[config.mk]
export PLATFORM = sky130hd
export DESIGN_NAME = exc_subsys_top
export DESIGN_NICKNAME = d
export VERILOG_FILES = /design/src/hw/cpu_types_pkg.sv /design/src/hw/cp0_pkg.sv /design/src/hw/exc_commit_if.sv /design/src/hw/exception.sv /design/src/hw/cp0_regs.sv /design/src/hw/exc_subsys_top.sv
export VERILOG_INCLUDE_DIRS = /design/src /design/src/hw
export SDC_FILE = /design/constraint.sdc
export NUM_CORES = 1
export LEC_CHECK = 0
export BUFFER_PORTS_ARGS = -buffer_cell sky130_fd_sc_hd__buf_4
export CAP_MARGIN = 0
export CORE_UTILIZATION = 50
export CTS_CLUSTER_SIZE = 14
export DETAILED_ROUTE_END_ITERATION = 8
export GPL_TIMING_DRIVEN = 0
export PLACE_DENSITY = 0.89
export SYNTH_ARGS = -nofsm -noshare
export SYNTH_HDL_FRONTEND = slang
export SYNTH_SLANG_ARGS = --single-unit
[constraint.sdc]
create_clock -name clk -period 3.7 [get_ports clk]
set_clock_uncertainty 0.2 [all_clocks]
set_input_delay 0.185 -clock clk [delete_from_list [all_inputs] [get_ports clk]]
set_output_delay 0.185 -clock clk [all_outputs]
set_load 0.01 [all_outputs]
[src/hw/mips_defs.svh]
`ifndef MIPS_DEFS_SVH
`define MIPS_DEFS_SVH

// widths shared by both packages
`define WORD_W      32
`define EXC_CODE_W  5
`define CP0_SEL_W   5

// general exception vector, kseg0 with BEV clear
`define EXC_ENTRY   32'h8000_0180

// cp0 register numbers, select 0
`define CP0_REG_BADVADDR  5'd8
`define CP0_REG_STATUS    5'd12
`define CP0_REG_CAUSE     5'd13
`define CP0_REG_EPC       5'd14

// status bit positions
`define STATUS_IE_BIT   0
`define STATUS_EXL_BIT  1
`define STATUS_ERL_BIT  2
`define STATUS_IM_LSB   8

// cause bit positions
`define CAUSE_IP_LSB    8

// status after reset, only ERL set
`define CP0_STATUS_RESET  (32'h1 << `STATUS_ERL_BIT)

// software-writable status bits: IM, ERL, EXL, IE
`define STATUS_WMASK  ((32'hff << `STATUS_IM_LSB) | \
                       (32'h1 << `STATUS_ERL_BIT) | \
                       (32'h1 << `STATUS_EXL_BIT) | \
                       (32'h1 << `STATUS_IE_BIT))

// only the two software interrupt bits IP1 and IP0
`define CAUSE_WMASK   (32'h3 << `CAUSE_IP_LSB)

`endif

[src/hw/cpu_types_pkg.sv]
`include "mips_defs.svh"

package cpu_types_pkg;

    // data or address word
    typedef logic [`WORD_W-1:0] word_t;

    // one bit per condition seen by the pipeline
    // listed in commit priority order, highest first
    typedef struct packed {
        // fetch address error
        logic instr;
        // fetch tlb miss
        logic instr_tlb;
        // coprocessor unusable
        logic cpu;
        // reserved instruction
        logic ri;
        // arithmetic overflow
        logic of;
        logic bp;
        logic sys;
        // trap instruction
        logic tr;
        // data address errors
        logic load;
        logic save;
        // data tlb misses
        logic load_tlb;
        logic save_tlb;
        // store to clean page
        logic mod;
    } exc_flags_t;

    // mips ExcCode field values
    typedef enum logic [`EXC_CODE_W-1:0] {
        code_int  = 5'd0,
        code_mod  = 5'd1,
        code_tlbl = 5'd2,
        code_tlbs = 5'd3,
        code_adel = 5'd4,
        code_ades = 5'd5,
        code_sys  = 5'd8,
        code_bp   = 5'd9,
        code_ri   = 5'd10,
        code_cpu  = 5'd11,
        code_ov   = 5'd12,
        code_tr   = 5'd13
    } exc_code_t;

endpackage

[src/hw/cp0_pkg.sv]
`include "mips_defs.svh"

package cp0_pkg;

    // status register, bit 0 on the right
    typedef struct packed {
        // 31:16 not implemented
        logic [15:0] zero_hi;
        // interrupt mask, one per IP bit
        logic [7:0]  IM;
        // 7:3 not implemented (no user mode here)
        logic [4:0]  zero_lo;
        logic        ERL;
        logic        EXL;
        logic        IE;
    } cp0_status_t;

    // cause register
    typedef struct packed {
        // last exception was in a branch delay slot
        logic                     BD;
        logic [14:0]              zero_hi;
        // pending lines, 7:2 hardware and 1:0 software
        logic [7:0]               IP;
        logic                     zero_mid;
        cpu_types_pkg::exc_code_t ExcCode;
        logic [1:0]               zero_lo;
    } cp0_cause_t;

    // registers reachable from the access port
    // values match the mfc0/mtc0 rd field
    typedef enum logic [`CP0_SEL_W-1:0] {
        reg_badvaddr = `CP0_REG_BADVADDR,
        reg_status   = `CP0_REG_STATUS,
        reg_cause    = `CP0_REG_CAUSE,
        reg_epc      = `CP0_REG_EPC
    } cp0_reg_t;

endpackage

[src/hw/exc_commit_if.sv]
`timescale 1ns/1ps

interface exc_commit_if;
    import cpu_types_pkg::*;
    import cp0_pkg::*;

    // committed exception, one-cycle strobe
    logic        valid;
    exc_code_t   code;
    word_t       pc;
    logic        in_delay_slot;
    logic        badvaddr_we;
    word_t       badvaddr;
    // committed eret, one-cycle strobe
    logic        eret;
    // fed back from the register file
    cp0_status_t status;
    // IP masked by IM
    logic [7:0]  pending;

    modport master (
        output valid, code, pc, in_delay_slot, badvaddr_we, badvaddr, eret,
        input  status, pending
    );

    modport slave (
        input  valid, code, pc, in_delay_slot, badvaddr_we, badvaddr, eret,
        output status, pending
    );

endinterface

[src/hw/exception.sv]
`timescale 1ns/1ps
`include "mips_defs.svh"

module exception (
    input  logic                      clk,
    input  logic                      rst_n,
    input  logic                      instr_valid,
    input  cpu_types_pkg::exc_flags_t flags,
    input  cpu_types_pkg::word_t      pc,
    input  cpu_types_pkg::word_t      vaddr,
    input  logic                      in_delay_slot,
    input  logic                      eret,
    input  cpu_types_pkg::word_t      epc,
    output logic                      redirect_valid,
    output cpu_types_pkg::word_t      redirect_pc,
    exc_commit_if.master              commit
);
    import cpu_types_pkg::*;

    logic      int_valid;
    logic      flag_valid;
    logic      exc_any;
    exc_code_t flag_code;
    exc_code_t code;
    logic      eret_q;

    // interrupt needs a pending line, IE, and no exception level
    assign int_valid = (|commit.pending)
                     & commit.status.IE
                     & ~commit.status.EXL
                     & ~commit.status.ERL;

    // instruction-side flags only count with a real instruction
    assign flag_valid = instr_valid & (|flags);

    // first set flag wins
    always_comb begin
        priority case (1'b1)
            flags.instr:     flag_code = code_adel;
            flags.instr_tlb: flag_code = code_tlbl;
            flags.cpu:       flag_code = code_cpu;
            flags.ri:        flag_code = code_ri;
            flags.of:        flag_code = code_ov;
            flags.bp:        flag_code = code_bp;
            flags.sys:       flag_code = code_sys;
            flags.tr:        flag_code = code_tr;
            flags.load:      flag_code = code_adel;
            flags.save:      flag_code = code_ades;
            flags.load_tlb:  flag_code = code_tlbl;
            flags.save_tlb:  flag_code = code_tlbs;
            flags.mod:       flag_code = code_mod;
            default:         flag_code = code_int;
        endcase
    end

    // interrupt sits above every flag
    assign code    = int_valid ? code_int : flag_code;
    assign exc_any = int_valid | flag_valid;

    assign commit.valid         = exc_any & rst_n;
    assign commit.code          = code;
    assign commit.pc            = pc;
    assign commit.in_delay_slot = in_delay_slot;
    assign commit.badvaddr      = vaddr;
    // address and tlb faults report the faulting address
    assign commit.badvaddr_we   = commit.valid
                                & (code inside {code_adel, code_ades,
                                                code_tlbl, code_tlbs, code_mod});

    // an eret loses to any exception in the same slot
    // eret_q drops a repeat strobe right after a taken eret,
    // the redirected fetch cannot have delivered a new one yet
    assign commit.eret = eret & instr_valid & ~exc_any & ~eret_q & rst_n;

    always_ff @(posedge clk) begin
        if (!rst_n) begin
            eret_q <= 1'b0;
        end else begin
            eret_q <= commit.eret;
        end
    end

    // fetch redirect, exception vector first
    assign redirect_valid = commit.valid | commit.eret;
    assign redirect_pc    = commit.valid ? `EXC_ENTRY : epc;

endmodule

[src/hw/cp0_regs.sv]
`timescale 1ns/1ps
`include "mips_defs.svh"

module cp0_regs (
    input  logic                   clk,
    input  logic                   rst_n,
    input  logic [5:0]             ext_int,
    input  logic                   acc_req,
    input  logic                   acc_we,
    input  cp0_pkg::cp0_reg_t      acc_sel,
    input  cpu_types_pkg::word_t   acc_wdata,
    output logic                   acc_ack,
    output cpu_types_pkg::word_t   acc_rdata,
    output cpu_types_pkg::word_t   epc,
    exc_commit_if.slave            commit
);
    import cpu_types_pkg::*;
    import cp0_pkg::*;

    cp0_status_t status_q;
    cp0_status_t status_nxt;
    cp0_cause_t  cause_q;
    cp0_cause_t  cause_nxt;
    word_t       epc_q;
    word_t       badvaddr_q;
    word_t       rd_data;
    logic        acc_ack_q;
    logic        acc_fire;
    logic        wr_status;
    logic        wr_cause;
    logic        wr_epc;
    logic        epc_load;

    // access happens once, on the first edge of a new request
    assign acc_fire  = acc_req & ~acc_ack_q;
    assign wr_status = acc_fire & acc_we & (acc_sel == reg_status);
    assign wr_cause  = acc_fire & acc_we & (acc_sel == reg_cause);
    assign wr_epc    = acc_fire & acc_we & (acc_sel == reg_epc);

    // EPC and BD only move on the first exception level
    assign epc_load = commit.valid & ~status_q.EXL;

    // status next state
    always_comb begin
        status_nxt = status_q;
        if (wr_status) begin
            status_nxt = cp0_status_t'((status_q & ~`STATUS_WMASK)
                                     | (acc_wdata & `STATUS_WMASK));
        end
        // commit overrides a software write to the same field
        if (commit.valid) begin
            status_nxt.EXL = 1'b1;
        end else if (commit.eret) begin
            // error level unwinds before exception level
            if (status_q.ERL) begin
                status_nxt.ERL = 1'b0;
            end else begin
                status_nxt.EXL = 1'b0;
            end
        end
    end

    // cause next state
    always_comb begin
        cause_nxt = cause_q;
        if (wr_cause) begin
            cause_nxt = cp0_cause_t'((cause_q & ~`CAUSE_WMASK)
                                   | (acc_wdata & `CAUSE_WMASK));
        end
        // hardware lines sampled every cycle
        cause_nxt.IP[7:2] = ext_int;
        if (commit.valid) begin
            cause_nxt.ExcCode = commit.code;
            if (epc_load) begin
                cause_nxt.BD = commit.in_delay_slot;
            end
        end
    end

    always_ff @(posedge clk) begin
        if (!rst_n) begin
            status_q   <= cp0_status_t'(`CP0_STATUS_RESET);
            cause_q    <= '0;
            epc_q      <= '0;
            badvaddr_q <= '0;
        end else begin
            status_q <= status_nxt;
            cause_q  <= cause_nxt;
            // restart address, back up to the branch in a delay slot
            if (epc_load) begin
                epc_q <= commit.in_delay_slot ? commit.pc - 32'd4 : commit.pc;
            end else if (wr_epc) begin
                epc_q <= acc_wdata;
            end
            // read-only to software
            if (commit.badvaddr_we) begin
                badvaddr_q <= commit.badvaddr;
            end
        end
    end

    // read mux
    always_comb begin
        case (acc_sel)
            reg_badvaddr: rd_data = badvaddr_q;
            reg_status:   rd_data = status_q;
            reg_cause:    rd_data = cause_q;
            reg_epc:      rd_data = epc_q;
            default:      rd_data = '0;
        endcase
    end

    // four-phase handshake
    // ack rises with the access, falls the edge after req drops
    always_ff @(posedge clk) begin
        if (!rst_n) begin
            acc_ack_q <= 1'b0;
        end else if (acc_fire) begin
            acc_ack_q <= 1'b1;
        end else if (!acc_req) begin
            acc_ack_q <= 1'b0;
        end
    end

    // read data held until the next read
    always_ff @(posedge clk) begin
        if (acc_fire && !acc_we) begin
            acc_rdata <= rd_data;
        end
    end

    assign acc_ack = acc_ack_q;
    assign epc     = epc_q;

    // feedback to the priority block
    assign commit.status  = status_q;
    assign commit.pending = cause_q.IP & status_q.IM;

endmodule

[src/hw/exc_subsys_top.sv]
`timescale 1ns/1ps

module exc_subsys_top (
    input  logic                       clk,
    input  logic                       rst_n,
    input  logic [5:0]                 ext_int,
    // memory stage
    input  logic                       instr_valid,
    input  cpu_types_pkg::exc_flags_t  flags,
    input  cpu_types_pkg::word_t       pc,
    input  cpu_types_pkg::word_t       vaddr,
    input  logic                       in_delay_slot,
    input  logic                       eret,
    // cp0 access port
    input  logic                       acc_req,
    input  logic                       acc_we,
    input  cp0_pkg::cp0_reg_t          acc_sel,
    input  cpu_types_pkg::word_t       acc_wdata,
    output logic                       acc_ack,
    output cpu_types_pkg::word_t       acc_rdata,
    // commit and fetch control
    output logic                       exc_valid,
    output cpu_types_pkg::exc_code_t   exc_code,
    output logic                       redirect_valid,
    output cpu_types_pkg::word_t       redirect_pc
);
    import cpu_types_pkg::*;

    // stored restart address for eret
    word_t epc;

    exc_commit_if commit_if ();

    exception exception_inst (
        .clk            (clk),
        .rst_n          (rst_n),
        .instr_valid    (instr_valid),
        .flags          (flags),
        .pc             (pc),
        .vaddr          (vaddr),
        .in_delay_slot  (in_delay_slot),
        .eret           (eret),
        .epc            (epc),
        .redirect_valid (redirect_valid),
        .redirect_pc    (redirect_pc),
        .commit         (commit_if.master)
    );

    cp0_regs cp0_regs_inst (
        .clk       (clk),
        .rst_n     (rst_n),
        .ext_int   (ext_int),
        .acc_req   (acc_req),
        .acc_we    (acc_we),
        .acc_sel   (acc_sel),
        .acc_wdata (acc_wdata),
        .acc_ack   (acc_ack),
        .acc_rdata (acc_rdata),
        .epc       (epc),
        .commit    (commit_if.slave)
    );

    // pipeline sees the same strobe the register file acts on
    assign exc_valid = commit_if.valid;
    assign exc_code  = commit_if.code;

endmodule

; ---- Word-level counts from Yosys, hierarchy flattened
; Cells that the tools add are included.
[word_totals]
reg_bits = 162
output_inout_bits = 72
word_cells = 93
[classes]
addsub = 1
eq_ne = 10
mux = 31
bitwise = 26
n_reduce_logical = 7
[ops]
columns = operator, n
row1 = $mux 32, 5
row2 = $pmux 32 s4, 1
row3 = $mux 5, 14
row4 = $or 32x10->32, 1
row5 = $or 32x16->32, 1
row6 = $sub 32x3->32 const B, 1
row7 = $eq 5x4->1 const B, 4
row8 = $and 1x1->1, 16
row9 = $reduce_or 13->1, 1
row10 = $eq 5x2->1 const B, 2
row11 = $eq 5x3->1 const B, 2
row12 = $mux 1, 9
row13 = $and 8x8->8, 1
row14 = $reduce_or 8->1, 1
row15 = $eq 5x1->1 const B, 1
row16 = $not 1->1, 5
row17 = $reduce_bool 5->1, 1
row18 = $reduce_bool 2->1, 2
row19 = $mux 3, 1
row20 = $mux 2, 1
row21 = $ne 2x1->1 const B, 1
row22 = $or 1x1->1, 2
row23 = $logic_and 1x1->1, 1
row24 = $logic_not 1->1, 1

; ---- Depth between registers and ports, before layout
[depth]
word_depth = 17
mapped_depth = 7

; ---- Modules after synthesis
; From an unflattened synthesis, not the netlist that was laid out.
[unflattened]
hier_cells = 748
hier_area_um2 = 6919.1
[modules_own_cells]
columns = mod, n_inst, cells_per_inst, area_per_inst_um2
row1 = cp0_regs, 1, 607, 5903.2
row2 = exception, 1, 141, 1016.0

; ---- Worst setup path before layout
; Ideal clock, no wire load.
[synth_timing]
kind = register to register
start = register cp0_regs_inst.acc_ack_q (netlist: cp0_regs_inst.acc_ack)
end = register cp0_regs_inst.acc_rdata[0], enable pin
arrival_time_ns = 2.748
t_required_ns = 3.032
path_slack_ns = 0.284
path_stages_with_launch = 2
n_path_buf = 0
synth_period_minus_slack_ns = 3.416
path_cell_list = dfxtp_1 > nor3b_1
[synth_via]
elab_chain_cells = 3
[synth_rtl]
columns = element, line_no
row1 = start: declaration, cp0_regs.sv:27  ; logic acc_ack_q;
row2 = start signal: assignment, cp0_regs.sv:117  ; acc_ack_q <= 1'b0;
row3 = start signal: assignment, cp0_regs.sv:119  ; acc_ack_q <= 1'b1;
row4 = start signal: assignment, cp0_regs.sv:121  ; acc_ack_q <= 1'b0;
row5 = $not 1->1, cp0_regs.sv:35  ; assign acc_fire = acc_req & ~acc_ack_q;
row6 = $and 1x1->1, cp0_regs.sv:35
row7 = $logic_and 1x1->1, cp0_regs.sv:127  ; if (acc_fire && !acc_we) begin
row8 = end signal: assignment, cp0_regs.sv:128  ; acc_rdata <= rd_data;
row9 = end: declaration, cp0_regs.sv:13  ; output cpu_types_pkg::word_t acc_rdata,
; Every way passes these cells.
; A chain may end at the register's enable or synchronous reset.

; ---- Worst setup path after layout
[layout_timing]
start = register cp0_regs_inst.cause_q[8] (netlist bit)
end = output port redirect_valid
[layout_via]
elab_chain_cells = 11
word_cells_on_any_way = 12
cone_classes = bitwise: 11 / reduce/logical: 1
[layout_rtl]
columns = element, line_no
row1 = start: declaration, cp0_regs.sv:22  ; cp0_cause_t cause_q;
row2 = start signal: assignment, cp0_regs.sv:88  ; cause_q <= cause_nxt;
row3 = $and 8x8->8 (*), cp0_regs.sv:137  ; assign commit.pending = cause_q.IP & status_q.IM;
row4 = $reduce_or 8->1 (*), exception.sv:28  ; assign int_valid = (|commit.pending)
row5 = $and 1x1->1 (*), exception.sv:29  ; & commit.status.IE
row6 = $and 1x1->1 (*), exception.sv:30  ; & ~commit.status.EXL
row7 = $and 1x1->1 (*), exception.sv:31  ; & ~commit.status.ERL;
row8 = $or 1x1->1 (*), exception.sv:58  ; assign exc_any = int_valid | flag_valid;
row9 = $not 1->1, exception.sv:73  ; assign commit.eret = eret & instr_valid & ~exc_any & ~eret_q & rst_n;
row10 = $and 1x1->1 (3 in series), exception.sv:73
row11 = $or 1x1->1 (*), exception.sv:84  ; assign redirect_valid = commit.valid | commit.eret;
row12 = end: declaration, exc_subsys_top.sv:24  ; output logic redirect_valid,
; Mark *: on every way between the ends. The rest lies on a longest branch, timed or not.

==> results.sh <==
export IMPL_cts_resized=0
export IMPL_synth_area_leaders="dfxtp_1, edfxtp_1, mux2i_1"
export IMPL_path_common_cell="nand2_1"
export IMPL_post_route_period_util_pct=85.4
export IMPL_cp_top_family="compound AO/OA/AOI/OAI gates"
export IMPL_avgSynthCellArea_um2=9.63
export IMPL_first_pass_iters=7
export IMPL_drt_wl_total_um=23500
export IMPL_first_iter_violations=700
export IMPL_via_count=6733
export IMPL_fp_dieW_um=113
export IMPL_synthesis_nets=768
export IMPL_vias_per_cell=6.04
export IMPL_hpwlAfterDp_um=14700
export IMPL_setup_tns_ns=0
export IMPL_hold_violations=0
export IMPL_synth_commonest_cells="dfxtp_1, nand2_1, mux2i_1"
export IMPL_yosysMostFrequentCell="dfxtp_1"
export IMPL_crit_type="flop to output port"
export IMPL_cts_tree="done"
export IMPL_port_buffers=195
export IMPL_ys_seq_area_share_pct=44.8
export IMPL_min_period_ns=3.16
export IMPL_nNetsFinal=1080
export IMPL_cp_arrival_ns=2.78
export IMPL_grt_pass1_vias=6781
export IMPL_core_area_um2=12000
export IMPL_grt_pass1_wl_um=35700
export IMPL_design_area_um2=9370
export IMPL_dieArea_um2=12800
export IMPL_crit_path_end_kind="output port"
export IMPL_rsz0062_at_grt="no"
export IMPL_clkTransAtPathRegs_ns=0.06
export IMPL_ioPinCount=199
export IMPL_rows=40
export IMPL_netlist_instances=640
export IMPL_hold_start="pc[12]"
export IMPL_wire_per_inst_um=21.1
export IMPL_drcViolationCount=0
export IMPL_synth_top_area_cell="dfxtp_1"
export IMPL_clockBufferDepth=2
export IMPL_ys_flop_type="dfxtp_1"
export IMPL_slew_violations=0
export IMPL_setup_viol=0
export IMPL_crit_path_top_delay_cell="a21oi_1"
export IMPL_layout_drive_gt1_share_pct=28.4
export IMPL_place_congestion=0.920
export IMPL_root_buffer="clkbuf_16"
export IMPL_relSlewSlack_pct=40.0
export IMPL_synthDominantCellAreaShare_pct=29.2
export IMPL_path_buf_inv=2
export IMPL_power_density_nw_per_um2=389
export IMPL_cellLeakagePower_uw=0.00396
export IMPL_track_usage_pct=37.0
export IMPL_max_freq_ghz=0.316
export IMPL_peakVddDrop_mv=0.371
export IMPL_grt_max_degree=17
export IMPL_htreeDepth=4
export IMPL_post_cts_setup_buffers=0
export IMPL_syn2layout_area_growth_pct=52.1
export IMPL_clock_latency_ns=0.42
export IMPL_synth_edf_count=32
export IMPL_placed_area_um2=7840
export IMPL_crit_start="cp0_regs_inst.cause_q[8]$_SDFFE_PN0P_"
export IMPL_worst_path_largest_cell_delay_ns=0.69
export IMPL_hold_ws_ns=0.00719
export IMPL_status="finished, final reports clean"
export IMPL_hold_path_class="input pin to flop"
export IMPL_antenna_found_initial=2
export IMPL_path_cells="a22oi_1, nand4_1, a21oi_1, buf_2, nand2_1, nand2_1, buf_4"
export IMPL_cts_sinks=122
export IMPL_drtAntennaViolNets=0
export IMPL_synth_area_um2=6160
export IMPL_worst_slew_pin_slew_ns=0.892
export IMPL_initial_core_util_pct=51.3
export IMPL_yosysWarnings=0
export IMPL_startpoint_type="flop"
export IMPL_cts_buffers=17
export IMPL_synth_cell_type_count=61
export IMPL_overflow=0
export IMPL_die_h_um=113
export IMPL_cts_hold_buf=96
export IMPL_crit_fanout=10
export IMPL_cap_violations=0
export IMPL_async_flop_share_pct=0
export IMPL_required_ns=3.31
export IMPL_ys_seq_elements=122
export IMPL_reg2reg_from="cp0_regs_inst.acc_ack$_SDFFE_PN0P_"
-- metrics by stage --
step           worst slack [ns]  util, %  instances  total power, µW
4_1_cts                   0.742     78.0       1112             3580
3_5_place_dp               1.27     65.3        984             1960
5_1_grt                   0.504     78.0       1114             3730
3_3_place_gp             -0.608     65.0        982             1940
6_report                  0.539     78.0       1114             3650
2_1_floorplan             0.284        -        640             1700
-- worst register-to-register path: stages, from the launching register on --
cell and delay, ns:
dfxtp_1 0.34, nand3b_1 0.26, nor4b_4 0.53, buf_6 0.27, mux2i_1 0.26, a21oi_1 0.12
o21a_1 0.15, dlygate4sd3_1 0.55
-- routing by layer --
| metal | global-route usage [%] | up-vias | wire length [µm] |
|---|---|---|---|
| met4 | 25.4 | 0 | 1660 |
| met3 | 7.02 | 139 | 2250 |
| li1 | - | 2945 | - |
| met5 | 0 | - | 0 |
| met2 | 61.4 | 506 | 11100 |
| met1 | 43.6 | 3143 | 8420 |
-- placed cells by master, fill, tap and decap left out, types with 15 or more instances in the layout --
master / instances
nor2_1: 40
o21ai_1: 25
buf_4: 198
nand3_1: 35
nand2_1: 57
xor2_1: 23
a22o_1: 18
mux2i_1: 44
and2_1: 37
a22oi_1: 22
clkbuf_16: 19
a21oi_1: 16
edfxtp_1: 32
nor3_1: 16
dfxtp_1: 90
inv_1: 15
dlygate4sd3_1: 96
clkbuf_1: 23
-- cell type report --
type	instances	area (µm²)
Antenna cell	2	5.00
Buffer	46	278
Clock buffer	20	479
Clock inverter	12	87.6
Fill cell	709	2640
Inverter	15	56.3
Multi-Input combinational cell	457	3070
Sequential cell	122	2760
Tap cell	147	184
Timing Repair Buffer	293	2450
-- report_power, final --
part | internal [µW] | switching, µW | leakage, µW
clock network | 939 | 657 | 0.000281
registers | 1430 | 60.5 | 0.00105
logic | 294 | 262 | 0.00263
total | 2670 | 980 | 0.00396
-- sequential cells by signal, indices dropped and copies added, names as in the netlist --
signal	count
cp0_regs_inst.acc_ack	1
exception_inst.eret_q	1
cp0_regs_inst.acc_rdata	32
cp0_regs_inst.badvaddr_q	32
cp0_regs_inst.epc	32
cp0_regs_inst.cause_q	13
cp0_regs_inst.commit.status	11
-- logic make-up after synthesis --
logic type | synth area share, %
simple gates | 21.9
compound gates | 16.1
flops | 44.8
buf+inv | 5.42
mux | 7.51
xor+xnor | 3.98
fa+ha+maj | 0.203
other cells | 0.0608
-- path summary, 6_finish.rpt --
check	cells after the start	slack, ns	endpoint
setup reg to reg	7	0.90	cp0_regs_inst.epc[30]$_SDFFE_PN0P_
hold reg to reg	2	0.25	cp0_regs_inst.badvaddr_q[20]$_SDFFE_PN0P_
hold / removal	3	0.007	cp0_regs_inst.epc[12]$_SDFFE_PN0P_
setup / recovery	7	0.54	redirect_valid
Note: power is estimated with default switching activity, not from simulation.
